`src/rtl/mmio_defs.svh`:
```
`ifndef MMIO_DEFS_SVH
`define MMIO_DEFS_SVH

////////////////////////////////////////
// Bus and address widths
////////////////////////////////////////

// Processor physical address
`define PADDR_WIDTH       40
// One mesh word
`define DATA_WIDTH        32
// Processor memory-bus data
`define FILL_WIDTH        64
// Mesh word address
`define MC_ADDR_WIDTH     28

////////////////////////////////////////
// Mesh coordinates
////////////////////////////////////////

`define X_CORD_WIDTH      7
`define Y_CORD_WIDTH      7
// Y splits into pod and sub-pod parts
`define POD_Y_WIDTH       4
`define Y_SUBCORD_WIDTH   3
`define REG_ID_WIDTH      5

// Transaction slots
`define OUTSTANDING       4
`define TRANS_ID_WIDTH    2

// Byte offsets inside each target
`define TILE_ADDR_WIDTH   18
`define VCACHE_ADDR_WIDTH 29

// Top two address bits select the target
`define REGION_TILE       2'b11
`define REGION_VCACHE     2'b10

`endif

```
`src/rtl/bedrock_pkg.sv`:
```
`include "mmio_defs.svh"

package bedrock_pkg;

  ////////////////////////////////////////
  // Processor memory-bus message fields
  ////////////////////////////////////////

  // Message type
  typedef enum logic [3:0]
  {
    e_bedrock_mem_rd    = 4'b0000,
    e_bedrock_mem_wr    = 4'b0001,
    e_bedrock_mem_uc_rd = 4'b0010,
    e_bedrock_mem_uc_wr = 4'b0011,
    e_bedrock_mem_amo   = 4'b0101
  } bedrock_msg_e;

  // Access size, log2 of the byte count
  typedef enum logic [2:0]
  {
    e_bedrock_msg_size_1 = 3'b000,
    e_bedrock_msg_size_2 = 3'b001,
    e_bedrock_msg_size_4 = 3'b010,
    e_bedrock_msg_size_8 = 3'b011
  } bedrock_size_e;

  // Atomic subops carried on amo messages
  typedef enum logic [3:0]
  {
    e_bedrock_amoswap = 4'b0001,
    e_bedrock_amoadd  = 4'b0010,
    e_bedrock_amoor   = 4'b0100
  } bedrock_amo_e;

  // Header for both request and response, tag comes back unchanged
  typedef struct packed
  {
    bedrock_msg_e               msg_type;
    bedrock_amo_e               subop;
    bedrock_size_e              size;
    logic [`PADDR_WIDTH-1:0]    addr;
    logic [15:0]                tag;
  } bedrock_hdr_t;

endpackage

```
`src/rtl/manycore_pkg.sv`:
```
`include "mmio_defs.svh"

package manycore_pkg;

  ////////////////////////////////////////
  // Mesh request encoding
  ////////////////////////////////////////

  // Store is a full word, sw carries a byte mask
  typedef enum logic [3:0]
  {
    e_remote_load    = 4'd0,
    e_remote_store   = 4'd1,
    e_remote_sw      = 4'd2,
    e_remote_amoswap = 4'd4,
    e_remote_amoor   = 4'd5,
    e_remote_amoadd  = 4'd6
  } mc_op_e;

  // Sub-word load description
  typedef struct packed
  {
    logic       is_byte_op;
    logic       is_hex_op;
    logic [1:0] part_sel;
  } mc_load_info_t;

  typedef struct packed
  {
    mc_op_e                        op;
    logic [`MC_ADDR_WIDTH-1:0]     addr;
    logic [`DATA_WIDTH-1:0]        payload;
    logic [(`DATA_WIDTH/8)-1:0]    store_mask;
    mc_load_info_t                 load_info;
    logic [`REG_ID_WIDTH-1:0]      reg_id;
    logic [`Y_CORD_WIDTH-1:0]      y_cord;
    logic [`X_CORD_WIDTH-1:0]      x_cord;
    logic [`Y_CORD_WIDTH-1:0]      src_y_cord;
    logic [`X_CORD_WIDTH-1:0]      src_x_cord;
  } mc_packet_t;

  ////////////////////////////////////////
  // Mesh return encoding
  ////////////////////////////////////////

  // Credit for stores, int_wb for anything with read data
  typedef enum logic [1:0]
  {
    e_return_credit = 2'd0,
    e_return_int_wb = 2'd1
  } mc_return_type_e;

  typedef struct packed
  {
    mc_return_type_e               pkt_type;
    logic [`DATA_WIDTH-1:0]        data;
    logic [`REG_ID_WIDTH-1:0]      reg_id;
  } mc_return_t;

endpackage

```
`src/rtl/fwd_decoder.sv`:
```
`timescale 1ns/100ps
`include "mmio_defs.svh"

module fwd_decoder
  (
    input  bedrock_pkg::bedrock_hdr_t        hdr_i,
    input  logic [`FILL_WIDTH-1:0]           data_i,
    input  logic [`TRANS_ID_WIDTH-1:0]       alloc_id_i,
    input  logic [`X_CORD_WIDTH-1:0]         host_x_i,
    input  logic [`Y_CORD_WIDTH-1:0]         host_y_i,
    input  logic [`X_CORD_WIDTH-1:0]         global_x_i,
    input  logic [`Y_CORD_WIDTH-1:0]         global_y_i,
    output manycore_pkg::mc_packet_t         packet_o
  );

  import bedrock_pkg::*;
  import manycore_pkg::*;

  localparam int MASK_W      = `DATA_WIDTH / 8;
  // Address bits between the vcache x field and the region code
  localparam int VC_POD_RAW_W = `PADDR_WIDTH - 2 - `VCACHE_ADDR_WIDTH - `X_CORD_WIDTH;

  logic [1:0]                  region;
  logic [`MC_ADDR_WIDTH-1:0]   tile_epa;
  logic [`X_CORD_WIDTH-1:0]    tile_x;
  logic [`Y_CORD_WIDTH-1:0]    tile_y;
  logic [`MC_ADDR_WIDTH-1:0]   vc_epa;
  logic [`X_CORD_WIDTH-1:0]    vc_x;
  logic [VC_POD_RAW_W-1:0]     vc_pod_raw;
  logic [`POD_Y_WIDTH-1:0]     vc_pod_y;
  logic [`Y_SUBCORD_WIDTH-1:0] vc_sub_y;
  logic [`MC_ADDR_WIDTH-1:0]   host_epa;
  logic [MASK_W-1:0]           store_mask;

  ////////////////////////////////////////
  // Address decode
  ////////////////////////////////////////

  assign region   = hdr_i.addr[`PADDR_WIDTH-1 -: 2];

  assign tile_epa = `MC_ADDR_WIDTH'(hdr_i.addr[2 +: `TILE_ADDR_WIDTH-2]);
  assign tile_x   = hdr_i.addr[`TILE_ADDR_WIDTH +: `X_CORD_WIDTH];
  assign tile_y   = hdr_i.addr[`TILE_ADDR_WIDTH+`X_CORD_WIDTH +: `Y_CORD_WIDTH];

  assign vc_epa     = `MC_ADDR_WIDTH'(hdr_i.addr[2 +: `VCACHE_ADDR_WIDTH-2]);
  assign vc_x       = hdr_i.addr[`VCACHE_ADDR_WIDTH +: `X_CORD_WIDTH];
  assign vc_pod_raw = hdr_i.addr[`PADDR_WIDTH-3 -: VC_POD_RAW_W];
  // Vcache pods sit on even rows, so the low pod bit is always zero
  assign vc_pod_y   = `POD_Y_WIDTH'(vc_pod_raw) << 1;
  // North or south edge of the pod
  assign vc_sub_y   = (vc_pod_y[1] == 1'b0) ? '1 : '0;

  assign host_epa = hdr_i.addr[2 +: `MC_ADDR_WIDTH];

  // Byte lanes touched by a store
  always_comb
  begin
    case (hdr_i.size)
      e_bedrock_msg_size_1: store_mask = MASK_W'(4'h1) << hdr_i.addr[1:0];
      e_bedrock_msg_size_2: store_mask = MASK_W'(4'h3) << hdr_i.addr[1:0];
      default:              store_mask = MASK_W'(4'hf) << hdr_i.addr[1:0];
    endcase
  end

  ////////////////////////////////////////
  // Packet build
  ////////////////////////////////////////

  always_comb
  begin
    packet_o            = '0;
    packet_o.src_x_cord = global_x_i;
    packet_o.src_y_cord = global_y_i;
    packet_o.reg_id     = {{(`REG_ID_WIDTH-`TRANS_ID_WIDTH){1'b0}}, alloc_id_i};

    if (region == `REGION_TILE)
    begin
      packet_o.addr   = tile_epa;
      packet_o.x_cord = tile_x;
      packet_o.y_cord = tile_y;
    end
    else if (region == `REGION_VCACHE)
    begin
      packet_o.addr   = vc_epa;
      packet_o.x_cord = vc_x;
      packet_o.y_cord = {vc_pod_y, vc_sub_y};
    end
    else
    begin
      packet_o.addr   = host_epa;
      packet_o.x_cord = host_x_i;
      packet_o.y_cord = host_y_i;
    end

    case (hdr_i.msg_type)
      e_bedrock_mem_uc_rd, e_bedrock_mem_rd:
      begin
        packet_o.op                   = e_remote_load;
        packet_o.load_info.is_byte_op = (hdr_i.size == e_bedrock_msg_size_1);
        packet_o.load_info.is_hex_op  = (hdr_i.size == e_bedrock_msg_size_2);
        packet_o.load_info.part_sel   = hdr_i.addr[1:0];
      end
      e_bedrock_mem_amo:
      begin
        packet_o.payload = data_i[`DATA_WIDTH-1:0];
        case (hdr_i.subop)
          e_bedrock_amoadd: packet_o.op = e_remote_amoadd;
          e_bedrock_amoor:  packet_o.op = e_remote_amoor;
          default:          packet_o.op = e_remote_amoswap;
        endcase
      end
      // uc_wr and wr
      default:
      begin
        packet_o.payload    = data_i[`DATA_WIDTH-1:0];
        packet_o.store_mask = store_mask;
        packet_o.op         = (store_mask == '1) ? e_remote_store : e_remote_sw;
      end
    endcase
  end

endmodule

```
`src/rtl/slot_mem.sv`:
```
`timescale 1ns/100ps
`include "mmio_defs.svh"

module slot_mem
  #(
    parameter type payload_t = logic [`DATA_WIDTH-1:0]
  )
  (
    input  logic                       clk_i,

    input  logic                       w_v_i,
    input  logic [`TRANS_ID_WIDTH-1:0] w_id_i,
    input  payload_t                   w_data_i,

    input  logic [`TRANS_ID_WIDTH-1:0] r_id_i,
    output payload_t                   r_data_o
  );

  // One entry per transaction id
  payload_t mem_r [`OUTSTANDING];

  always_ff @(posedge clk_i)
  begin
    if (w_v_i)
    begin
      mem_r[w_id_i] <= w_data_i;
    end
  end

  // Asynchronous read, the owner checks the slot state
  assign r_data_o = mem_r[r_id_i];

endmodule

```
`src/rtl/txn_tracker.sv`:
```
`timescale 1ns/100ps
`include "mmio_defs.svh"

module txn_tracker
  (
    input  logic                        clk_i,
    input  logic                        rst_n_i,

    // Allocation side
    input  logic                        alloc_take_i,
    input  bedrock_pkg::bedrock_hdr_t   alloc_hdr_i,
    output logic [`TRANS_ID_WIDTH-1:0]  alloc_id_o,
    output logic                        alloc_free_o,

    // Mesh returns
    input  logic                        ret_v_i,
    input  logic [`TRANS_ID_WIDTH-1:0]  ret_id_i,
    input  logic [`DATA_WIDTH-1:0]      ret_data_i,

    // In-order retire
    output logic                        rev_v_o,
    output bedrock_pkg::bedrock_hdr_t   rev_hdr_o,
    output logic [`DATA_WIDTH-1:0]      rev_word_o,
    input  logic                        rev_take_i
  );

  import bedrock_pkg::*;

  logic [`TRANS_ID_WIDTH-1:0] alloc_ptr_r;
  logic [`TRANS_ID_WIDTH-1:0] retire_ptr_r;
  logic [`OUTSTANDING-1:0]    busy_r;
  logic [`OUTSTANDING-1:0]    done_r;

  ////////////////////////////////////////
  // Slot state
  ////////////////////////////////////////

  // Next slot handed out must be idle
  assign alloc_id_o   = alloc_ptr_r;
  assign alloc_free_o = ~busy_r[alloc_ptr_r];

  // Oldest slot retires only once its return has landed
  assign rev_v_o = busy_r[retire_ptr_r] & done_r[retire_ptr_r];

  always_ff @(posedge clk_i)
  begin
    if (!rst_n_i)
    begin
      alloc_ptr_r  <= '0;
      retire_ptr_r <= '0;
      busy_r       <= '0;
      done_r       <= '0;
    end
    else
    begin
      if (alloc_take_i)
      begin
        busy_r[alloc_ptr_r] <= 1'b1;
        alloc_ptr_r         <= alloc_ptr_r + 1'b1;
      end

      // Stores return a credit, which also marks them done
      if (ret_v_i)
      begin
        done_r[ret_id_i] <= 1'b1;
      end

      if (rev_take_i)
      begin
        busy_r[retire_ptr_r] <= 1'b0;
        done_r[retire_ptr_r] <= 1'b0;
        retire_ptr_r         <= retire_ptr_r + 1'b1;
      end
    end
  end

  ////////////////////////////////////////
  // Per-slot storage
  ////////////////////////////////////////

  slot_mem #(.payload_t(bedrock_hdr_t)) header_store
  (
    .clk_i    (clk_i),
    .w_v_i    (alloc_take_i),
    .w_id_i   (alloc_ptr_r),
    .w_data_i (alloc_hdr_i),
    .r_id_i   (retire_ptr_r),
    .r_data_o (rev_hdr_o)
  );

  slot_mem #(.payload_t(logic [`DATA_WIDTH-1:0])) data_store
  (
    .clk_i    (clk_i),
    .w_v_i    (ret_v_i),
    .w_id_i   (ret_id_i),
    .w_data_i (ret_data_i),
    .r_id_i   (retire_ptr_r),
    .r_data_o (rev_word_o)
  );

endmodule

```
`src/rtl/rev_formatter.sv`:
```
`timescale 1ns/100ps
`include "mmio_defs.svh"

module rev_formatter
  (
    input  logic                       rev_v_i,
    input  bedrock_pkg::bedrock_hdr_t  rev_hdr_i,
    input  logic [`DATA_WIDTH-1:0]     rev_word_i,
    output logic                       rev_take_o,

    output bedrock_pkg::bedrock_hdr_t  mem_rev_header_o,
    output logic [`FILL_WIDTH-1:0]     mem_rev_data_o,
    output logic                       mem_rev_v_o,
    input  logic                       mem_rev_ready_i
  );

  import bedrock_pkg::*;

  // Response carries the request header back
  assign mem_rev_header_o = rev_hdr_i;
  assign mem_rev_v_o      = rev_v_i;
  assign rev_take_o       = rev_v_i & mem_rev_ready_i;

  // Replicate the low bytes across the whole bus
  always_comb
  begin
    case (rev_hdr_i.size)
      e_bedrock_msg_size_1:
        mem_rev_data_o = {(`FILL_WIDTH/8){rev_word_i[7:0]}};
      e_bedrock_msg_size_2:
        mem_rev_data_o = {(`FILL_WIDTH/16){rev_word_i[15:0]}};
      // Mesh word is the widest access, 8 bytes falls back to 4
      default:
        mem_rev_data_o = {(`FILL_WIDTH/`DATA_WIDTH){rev_word_i}};
    endcase
  end

endmodule

```
`src/rtl/mmio_bridge.sv`:
```
`timescale 1ns/100ps
`include "mmio_defs.svh"

module mmio_bridge
  (
    input  logic                          clk_i,
    input  logic                          rst_n_i,

    // Processor request
    input  bedrock_pkg::bedrock_hdr_t     mem_fwd_header_i,
    input  logic [`FILL_WIDTH-1:0]        mem_fwd_data_i,
    input  logic                          mem_fwd_v_i,
    output logic                          mem_fwd_ready_o,

    // Mesh request
    output manycore_pkg::mc_packet_t      mc_req_o,
    output logic                          mc_req_v_o,
    input  logic                          mc_req_ready_i,

    // Mesh return
    input  manycore_pkg::mc_return_t      mc_ret_i,
    input  logic                          mc_ret_v_i,

    // Processor response
    output bedrock_pkg::bedrock_hdr_t     mem_rev_header_o,
    output logic [`FILL_WIDTH-1:0]        mem_rev_data_o,
    output logic                          mem_rev_v_o,
    input  logic                          mem_rev_ready_i,

    input  logic [`X_CORD_WIDTH-1:0]      host_x_i,
    input  logic [`Y_CORD_WIDTH-1:0]      host_y_i,
    input  logic [`X_CORD_WIDTH-1:0]      global_x_i,
    input  logic [`Y_CORD_WIDTH-1:0]      global_y_i
  );

  import bedrock_pkg::*;

  logic [`TRANS_ID_WIDTH-1:0] alloc_id;
  logic                       alloc_free;
  logic                       alloc_take;
  logic                       rev_v;
  bedrock_hdr_t               rev_hdr;
  logic [`DATA_WIDTH-1:0]     rev_word;
  logic                       rev_take;

  ////////////////////////////////////////
  // Request path
  ////////////////////////////////////////

  // Needs a free slot and room in the mesh
  assign mem_fwd_ready_o = alloc_free & mc_req_ready_i;
  assign alloc_take      = mem_fwd_ready_o & mem_fwd_v_i;
  assign mc_req_v_o      = alloc_take;

  fwd_decoder u_fwd_decoder
  (
    .hdr_i      (mem_fwd_header_i),
    .data_i     (mem_fwd_data_i),
    .alloc_id_i (alloc_id),
    .host_x_i   (host_x_i),
    .host_y_i   (host_y_i),
    .global_x_i (global_x_i),
    .global_y_i (global_y_i),
    .packet_o   (mc_req_o)
  );

  ////////////////////////////////////////
  // Tracking and response path
  ////////////////////////////////////////

  txn_tracker u_txn_tracker
  (
    .clk_i        (clk_i),
    .rst_n_i      (rst_n_i),
    .alloc_take_i (alloc_take),
    .alloc_hdr_i  (mem_fwd_header_i),
    .alloc_id_o   (alloc_id),
    .alloc_free_o (alloc_free),
    .ret_v_i      (mc_ret_v_i),
    // Low reg_id bits are the slot
    .ret_id_i     (mc_ret_i.reg_id[`TRANS_ID_WIDTH-1:0]),
    .ret_data_i   (mc_ret_i.data),
    .rev_v_o      (rev_v),
    .rev_hdr_o    (rev_hdr),
    .rev_word_o   (rev_word),
    .rev_take_i   (rev_take)
  );

  rev_formatter u_rev_formatter
  (
    .rev_v_i          (rev_v),
    .rev_hdr_i        (rev_hdr),
    .rev_word_i       (rev_word),
    .rev_take_o       (rev_take),
    .mem_rev_header_o (mem_rev_header_o),
    .mem_rev_data_o   (mem_rev_data_o),
    .mem_rev_v_o      (mem_rev_v_o),
    .mem_rev_ready_i  (mem_rev_ready_i)
  );

endmodule

```
`config.mk`:
```
export PLATFORM = sky130hd
export DESIGN_NAME = mmio_bridge
export DESIGN_NICKNAME = d
export VERILOG_FILES = /design/src/rtl/bedrock_pkg.sv /design/src/rtl/manycore_pkg.sv /design/src/rtl/fwd_decoder.sv /design/src/rtl/slot_mem.sv /design/src/rtl/txn_tracker.sv /design/src/rtl/rev_formatter.sv /design/src/rtl/mmio_bridge.sv
export VERILOG_INCLUDE_DIRS = /design/src /design/src/rtl
export SDC_FILE = /design/constraint.sdc
export NUM_CORES = 1
export LEC_CHECK = 0
export BUFFER_PORTS_ARGS = -buffer_cell sky130_fd_sc_hd__buf_2
export CAP_MARGIN = 0
export CORE_ASPECT_RATIO = 1.2
export CORE_UTILIZATION = 45
export DETAILED_ROUTE_END_ITERATION = 7
export PLACE_DENSITY = 0.7
export REMOVE_ABC_BUFFERS = 1
export SLEW_MARGIN = 15
export SYNTH_ARGS = -nofsm -noshare
export SYNTH_HDL_FRONTEND = slang
export SYNTH_SLANG_ARGS = --single-unit
```
`constraint.sdc`:
```
create_clock -name clk_i -period 7.2 [get_ports clk_i]
set_clock_uncertainty 0.1 [all_clocks]
set_input_delay 0.36 -clock clk_i [delete_from_list [all_inputs] [get_ports clk_i]]
set_output_delay 0.36 -clock clk_i [all_outputs]
set_load 0.1 [all_outputs]
```
==> Word level (Yosys, flattened, before mapping) <==
Memories as Yosys holds them, arrays and structs flattened. A register that Yosys moved wholly into a read port is not among the register bits.
Cells that the tools add are included.
{ "totals": {"reg_bits": 12, "mem_bits_rw": 396, "out_inout_bits": 239, "inputBits": 204, "elab_cells": 83, "memories": 2} }
{ "mem_list": {"columns": ["memory", "words", "word_bits", "rd", "rd_ports_with_merged_regs", "wr", "line", "text"], "rows": [
  ["u_txn_tracker.header_store.mem_r", 4, 67, 1, 1, 1, "slot_mem.sv:20", "payload_t mem_r [`OUTSTANDING];"],
  ["u_txn_tracker.data_store.mem_r", 4, 32, 1, 1, 1, "slot_mem.sv:20", null]
]} }
{ "op_classes": {"shifts": 3, "muxes": 39, "n_addsub": 2, "n_bitwise": 10, "reduce_logical": 8, "n_eq_ne": 9, "magnitude_cmp": 6} }
{ "op_table": {"columns": ["op", "count"], "rows": [
  ["$pmux W64 S2", 1],
  ["$mux W28", 2],
  ["$mux W32", 1],
  ["$mux W4", 8],
  ["$mux W14", 2],
  ["$pmux W4 S2", 2],
  ["$mux W1", 10],
  ["$mux W2", 5],
  ["$lt A2 B3 Y1 const B", 3],
  ["$and A4 B4 Y4", 2],
  ["$eq A4 B2 Y1 const B", 2],
  ["$eq A4 B3 Y1 const B", 2],
  ["$or A4 B4 Y4", 2],
  ["$bmux W1 S2", 3],
  ["$demux W1 S2", 3],
  ["$eq A3 B1 Y1 const B", 2],
  ["$ge A2 B1 Y1 const B", 3],
  ["$logic_not A3 Y1", 2],
  ["$add A2 B1 Y2 const B", 2],
  ["$and A1 B1 Y1", 4],
  ["$eq A2 B2 Y1 const B", 2],
  ["$eq A4 B4 Y1 const B", 1],
  ["$logic_not A4 Y1", 1],
  ["$not A4 Y4", 1],
  ["other kinds (9)", 11]
]} }

==> Longest topological paths before layout <==
{ "depth": {"ltp_word": 9, "depth_mapped": 7, "ltp_nobuf": 4} }

==> Modules after synthesis <==
Synthesis repeated with hierarchy kept, for this count alone.
{ "unflattened": {"hier_cells": 903, "hier_area_um2": 17292.8} }
{ "modules_own_cells": {"columns": ["module", "instances", "cells_each", "seq_area_each_um2", "area_per_inst_um2"], "rows": [
  ["slot_mem (u_txn_tracker.header_store)", 1, 354, 8047.7, 9733.1],
  ["slot_mem (u_txn_tracker.data_store)", 1, 171, 3843.7, 4689.5],
  ["rev_formatter", 1, 156, 0.0, 1237.4],
  ["fwd_decoder", 1, 158, 0.0, 992.2],
  ["txn_tracker", 1, 62, 240.2, 628.1],
  ["mmio_bridge", 1, 2, 0.0, 12.5]
]} }

==> Least setup slack after synthesis <==
No wires, ideal clock.
{ "synth_path": {"kind": "flip-flop to flip-flop", "startpoint": "register u_txn_tracker.alloc_ptr_r[0], in the netlist u_txn_tracker.alloc_id_o[0]", "endpoint": "register u_txn_tracker.busy_r[1]", "path_buffers": 0, "arrival_ps": 5261, "path_slack_ps": 1775, "period_less_slack_ps": 5425, "path_stages_with_launch": 5, "path_cell_list": "dfxtp_1 mux4_2 nor2_1 and2_1 o221a_2"} }
{ "synth_between": {"elab_chain_len": 9, "elab_cells_between_ends": 15, "cone_classes": "2 x order compare; 7 x mux; 5 x bitwise; 1 x reduce/logical"} }
{ "synth_rtl": {"columns": ["element", "line", "text"], "rows": [
  ["from (decl)", "txn_tracker.sv:29", "logic [`TRANS_ID_WIDTH-1:0] alloc_ptr_r;"],
  ["from (signal assigned)", "txn_tracker.sv:59", "alloc_ptr_r <= alloc_ptr_r + 1'b1;"],
  ["$bmux W1 S2 (*)", "txn_tracker.sv:40", "assign alloc_free_o = ~busy_r[alloc_ptr_r];"],
  ["$mux W1 (implied by the code) (*)", "txn_tracker.sv:40", null],
  ["$not A1 Y1 (*)", "txn_tracker.sv:40", null],
  ["$and A1 B1 Y1 (*)", "mmio_bridge.sv:51", "assign mem_fwd_ready_o = alloc_free & mc_req_ready_i;"],
  ["$and A1 B1 Y1 (*)", "mmio_bridge.sv:52", "assign alloc_take = mem_fwd_ready_o & mem_fwd_v_i;"],
  ["named net mc_req_v_o", "mmio_bridge.sv:17", "output logic mc_req_v_o,"],
  ["$mux W4 (*)", "txn_tracker.sv:56", "if (alloc_take_i)"],
  ["$mux W4 (*)", "txn_tracker.sv:47", "if (!rst_n_i)"],
  ["$and A4 B4 Y4 (no line)", null, null],
  ["$mux W4 (*)", "txn_tracker.sv:68", "if (rev_take_i)"],
  ["to (signal assigned)", "txn_tracker.sv:51", "busy_r <= '0;"],
  ["to (signal, indexed assignment)", "txn_tracker.sv:58", "busy_r[alloc_ptr_r] <= 1'b1;"],
  ["to (signal, indexed assignment)", "txn_tracker.sv:70", "busy_r[retire_ptr_r] <= 1'b0;"],
  ["to (decl)", "txn_tracker.sv:31", "logic [`OUTSTANDING-1:0] busy_r;"]
]} }
The timed path passes the listed nets; every way through them passes the cells marked *. The select of a mux whose other input is x is not followed.
A chain may end at the register's enable or synchronous reset.

==> results.py <==
metrics = {
    "setup_path": {
        "path_class": "reg2out",
        "cp.depth": 5,
        "start_kind": "register",
        "endpoint_kind": "primary output",
        "crit_arrival_ns": 3.99,
        "crit_fanout": 61,
        "crit_chain": "buf_4, mux4_2, nor3_4, mux2_2, buf_2",
        "crit_required_ns": 6.74,
        "reg2reg_depth": 4,
        "worst_path_largest_cell_delay_ns": 0.82,
        "critPathBufInv": 2,
        "cpLargestDelayFamily": "buffers and inverters",
        "cp_slowest_cell": "buf_4",
    },
    "cells_and_area": {
        "final_layout_size_suffix_gt1_share_pct": 44.42,
        "final_cell_mix": "edfxtp_1 (396), buf_2 (373), mux4_2 (101), dlygate4sd3_1 (92), clkbuf_16 (43)",
        "fillers": 2741,
        "area_delta_synth_final_pct": 24.95,
        "finalNetCount": 1468,
        "final_common_cell": "edfxtp_1",
        "fin_util_pct": 57.40,
    },
    "sta": {
        "max_clock_freq_ghz": 0.2245,
        "setup-violations-final": 0,
        "drv_slew": 0,
        "slew_headroom_pct": 28.44,
        "fin_crit_ns": 4.454,
        "tns_ns": 0,
        "fin_crit_sh_pct": 61.86,
        "timing.final.ws_setup_ns": 2.746,
        "hold_ws_ns": 0.04076,
        "rsz0062_at_grt": "false",
        "tightest_slew_ns": 1.073,
        "hold_viol_final": 0,
    },
    "yosys": {
        "syn_inst": 833,
        "ys_async_sr_fraction_pct": 0,
        "synth_top_area_cell": "edfxtp_1",
        "synth_top_area_share_pct": 71.83,
        "avgSynthCellArea_sq_um": 19.88,
        "synth_cell_types": 41,
        "synth_warnings": 0,
        "syn-cell-area_sq_mm": 0.01656,
        "synth.area.top_cells": "edfxtp_1 (72%), mux4_2 (14%), buf_4 (3.0%), dfxtp_1 (1.7%), nor2b_1 (1.3%)",
        "ys.flop_type": "edfxtp_1",
        "ys_seq_area_share_pct": 73.52,
        "synth_seq_cells": 410,
        "synth_edf_count": 396,
    },
    "floorplanning": {
        "boundaryPins": 443,
        "std_cell_rows": 76,
        "dieArea_sq_mm": 0.03756,
        "die_y_um": 212.1,
        "start_util_pct": 45.94,
        "die_w_um": 177.1,
        "core_area_sq_mm": 0.03604,
    },
    "cts": {
        "numCtsBuffers": 42,
        "cts_htree_levels": 2,
        "clock-root-buffer": "clkbuf_16",
        "numClockSinks": 410,
        "cts_buffer_depth": 3,
        "cts_tree": "built",
        "insertion_delay_ns": 0.54,
        "clk_pin_slew_ns": 0.06,
        "cts_resized": 0,
    },
    "power_and_ir_drop": {
        "power_frac_seq_pct": 47.5,
        "internal-power_w": 0.004083,
        "p_sw_w": 0.001636,
        "ir_drop_mv": 0.2085,
        "power_switching_share_pct": 28.60,
        "powerDensity_mw_per_mm2": 276.4,
        "p_leak_nw": 7.433,
        "comb_power_share_pct": 17.0,
        "pwr-share-clk_pct": 35.5,
    },
    "placement": {
        "gp_congestion": 0.7698,
        "pre_cts_ws_ns": 3.210,
        "port_buffers": 373,
        "dp_hpwl_mm": 20.77,
    },
    "drt": {
        "routed_wl_mm": 34.34,
        "vias": 9048,
        "ant_nets": 0,
        "drc": 0,
        "wl_per_cell_um": 19.62,
        "dr.pass1.iters": 5,
        "drt_iter0_markers": 506,
        "viasPerCell": 5.170,
    },
    "global_route": {
        "grt_util_met1_pct": 22.36,
        "busiest_layer": "met2",
        "antenna_found_initial": 1,
        "grt_pass1_vias": 9205,
        "grt_pass1_wl_mm": 51.81,
        "use_met2_pct": 31.83,
        "grtUsageTotal_pct": 18.34,
        "gr-total-overflow": 0,
        "use_met3_pct": 5.007,
        "grt_max_degree": 69,
    },
    "flow_run": {
        "drv_cap": 0,
    },
    "hold_path": {
        "hp-class": "in2reg",
        "hold-path-cell-count": 1,
    },
    "run_status": {
        "status": "completed",
    },
}
-- metal layers --
metal / routed length [um] / vias to the layer above
met5: 79 / -
met4: 581 / 2
met3: 2684 / 49
met2: 17390 / 352
met1: 13600 / 4539
li1: - / 4106
-- per-stage QoR --
step / cells / total power, W / cell area [sq um]
5_1_grt: 1749 / 0.005904 / 20680
4_1_cts: 1748 / 0.005784 / 20670
3_3_place_gp: 1588 / 0.003688 / 18480
2_1_floorplan: 736 / 0.003464 / 15910
6_report: 1750 / 0.005719 / 20690
3_5_place_dp: 1588 / 0.003699 / 18480
-- Yosys cell counts, drive strengths merged, types with 4 or more instances --
cell	instances
mux2i	18
buf	80
o221a	4
o21ai	12
nand2	12
nor2b	34
clkbuf	20
edfxtp	396
and2	18
mux4	101
a21oi	23
nand2b	5
ha	8
mux2	16
nand3	7
dfxtp	14
nor3	5
inv	17
nor2	23
-- what timing repair did --
item | CTS | global route
hold endpoints to repair | 364 | 4
buffers inserted | 0 | 0
hold buffers | 91 | 1
-- registers in the layout (all words and copies together), names as in the netlist, named ones only --
name and count:
u_txn_tracker.retire_ptr_r 2, u_txn_tracker.alloc_id_o 2, u_txn_tracker.data_store.mem_r 128, u_txn_tracker.header_store.mem_r 268
u_txn_tracker.done_r 4, u_txn_tracker.busy_r 4
-- worst paths after layout --
| check | endpoint | slack [ns] | start |
|---|---|---|---|
| min reg2reg | u_txn_tracker.done_r[2] | 0.44 | u_txn_tracker.done_r[2] |
| min | u_txn_tracker.header_store.mem_r[3][57] | 0.04 | mem_fwd_header_i[57] |
| max reg2reg | u_txn_tracker.header_store.mem_r[3][32] | 4.13 | u_txn_tracker.alloc_id_o[0] |
| max | mem_rev_data_o[11] | 2.75 | register |
-- worst register-to-register path: cells and delay by family, from the launching register on --
family / cells / cell delay (ns)
flip-flops: 1 / 0.43
AND/OR/NAND/NOR: 2 / 0.89
buffers and inverters: 1 / 0.67
multiplexers: 1 / 0.57
-- power groups by stage --
stage / combinational, W / clock [W] / sequential [W]
after floorplan: 0.000693 / 0 / 0.00277
after global placement: 0.000927 / 0 / 0.00276
after detailed placement: 0.000933 / 0 / 0.00277
after CTS: 0.000974 / 0.00209 / 0.00272
after global routing: 0.00101 / 0.00218 / 0.00272
final: 0.000970 / 0.00203 / 0.00272
-- cell families (layout without fill, tap and decap cells) --
| logic type | after synthesis | count (layout) | share of synthesized area [%] |
|---|---|---|---|
| multiplexers | 135 | 135 | 15.92 |
| flip-flops | 410 | 410 | 73.52 |
| adder cells (fa/ha/maj) | 8 | 8 | 0.6046 |
| AO/OA/AOI/OAI | 47 | 47 | 1.708 |
| other | 1 | 5 | 0.02265 |
| AND/OR/NAND/NOR | 114 | 114 | 3.839 |
| XOR/XNOR | 1 | 1 | 0.05291 |
| buffers and inverters | 117 | 562 | 4.338 |
-- area by class of cell --
type                    instances  area (sq um)  area share, %
diodes                          1         2.502        0.01210
clock buffers                  52          1120          5.413
clock inverters                17         156.4         0.7560
inverters                      17         63.81         0.3085
multi-input cells             309          3710          17.93
flip-flops and latches        410         12180          58.87
well taps                     468         585.6          2.831
repair buffers                476          2870          13.87
No activity file was read; power rests on OpenSTA's default activity.
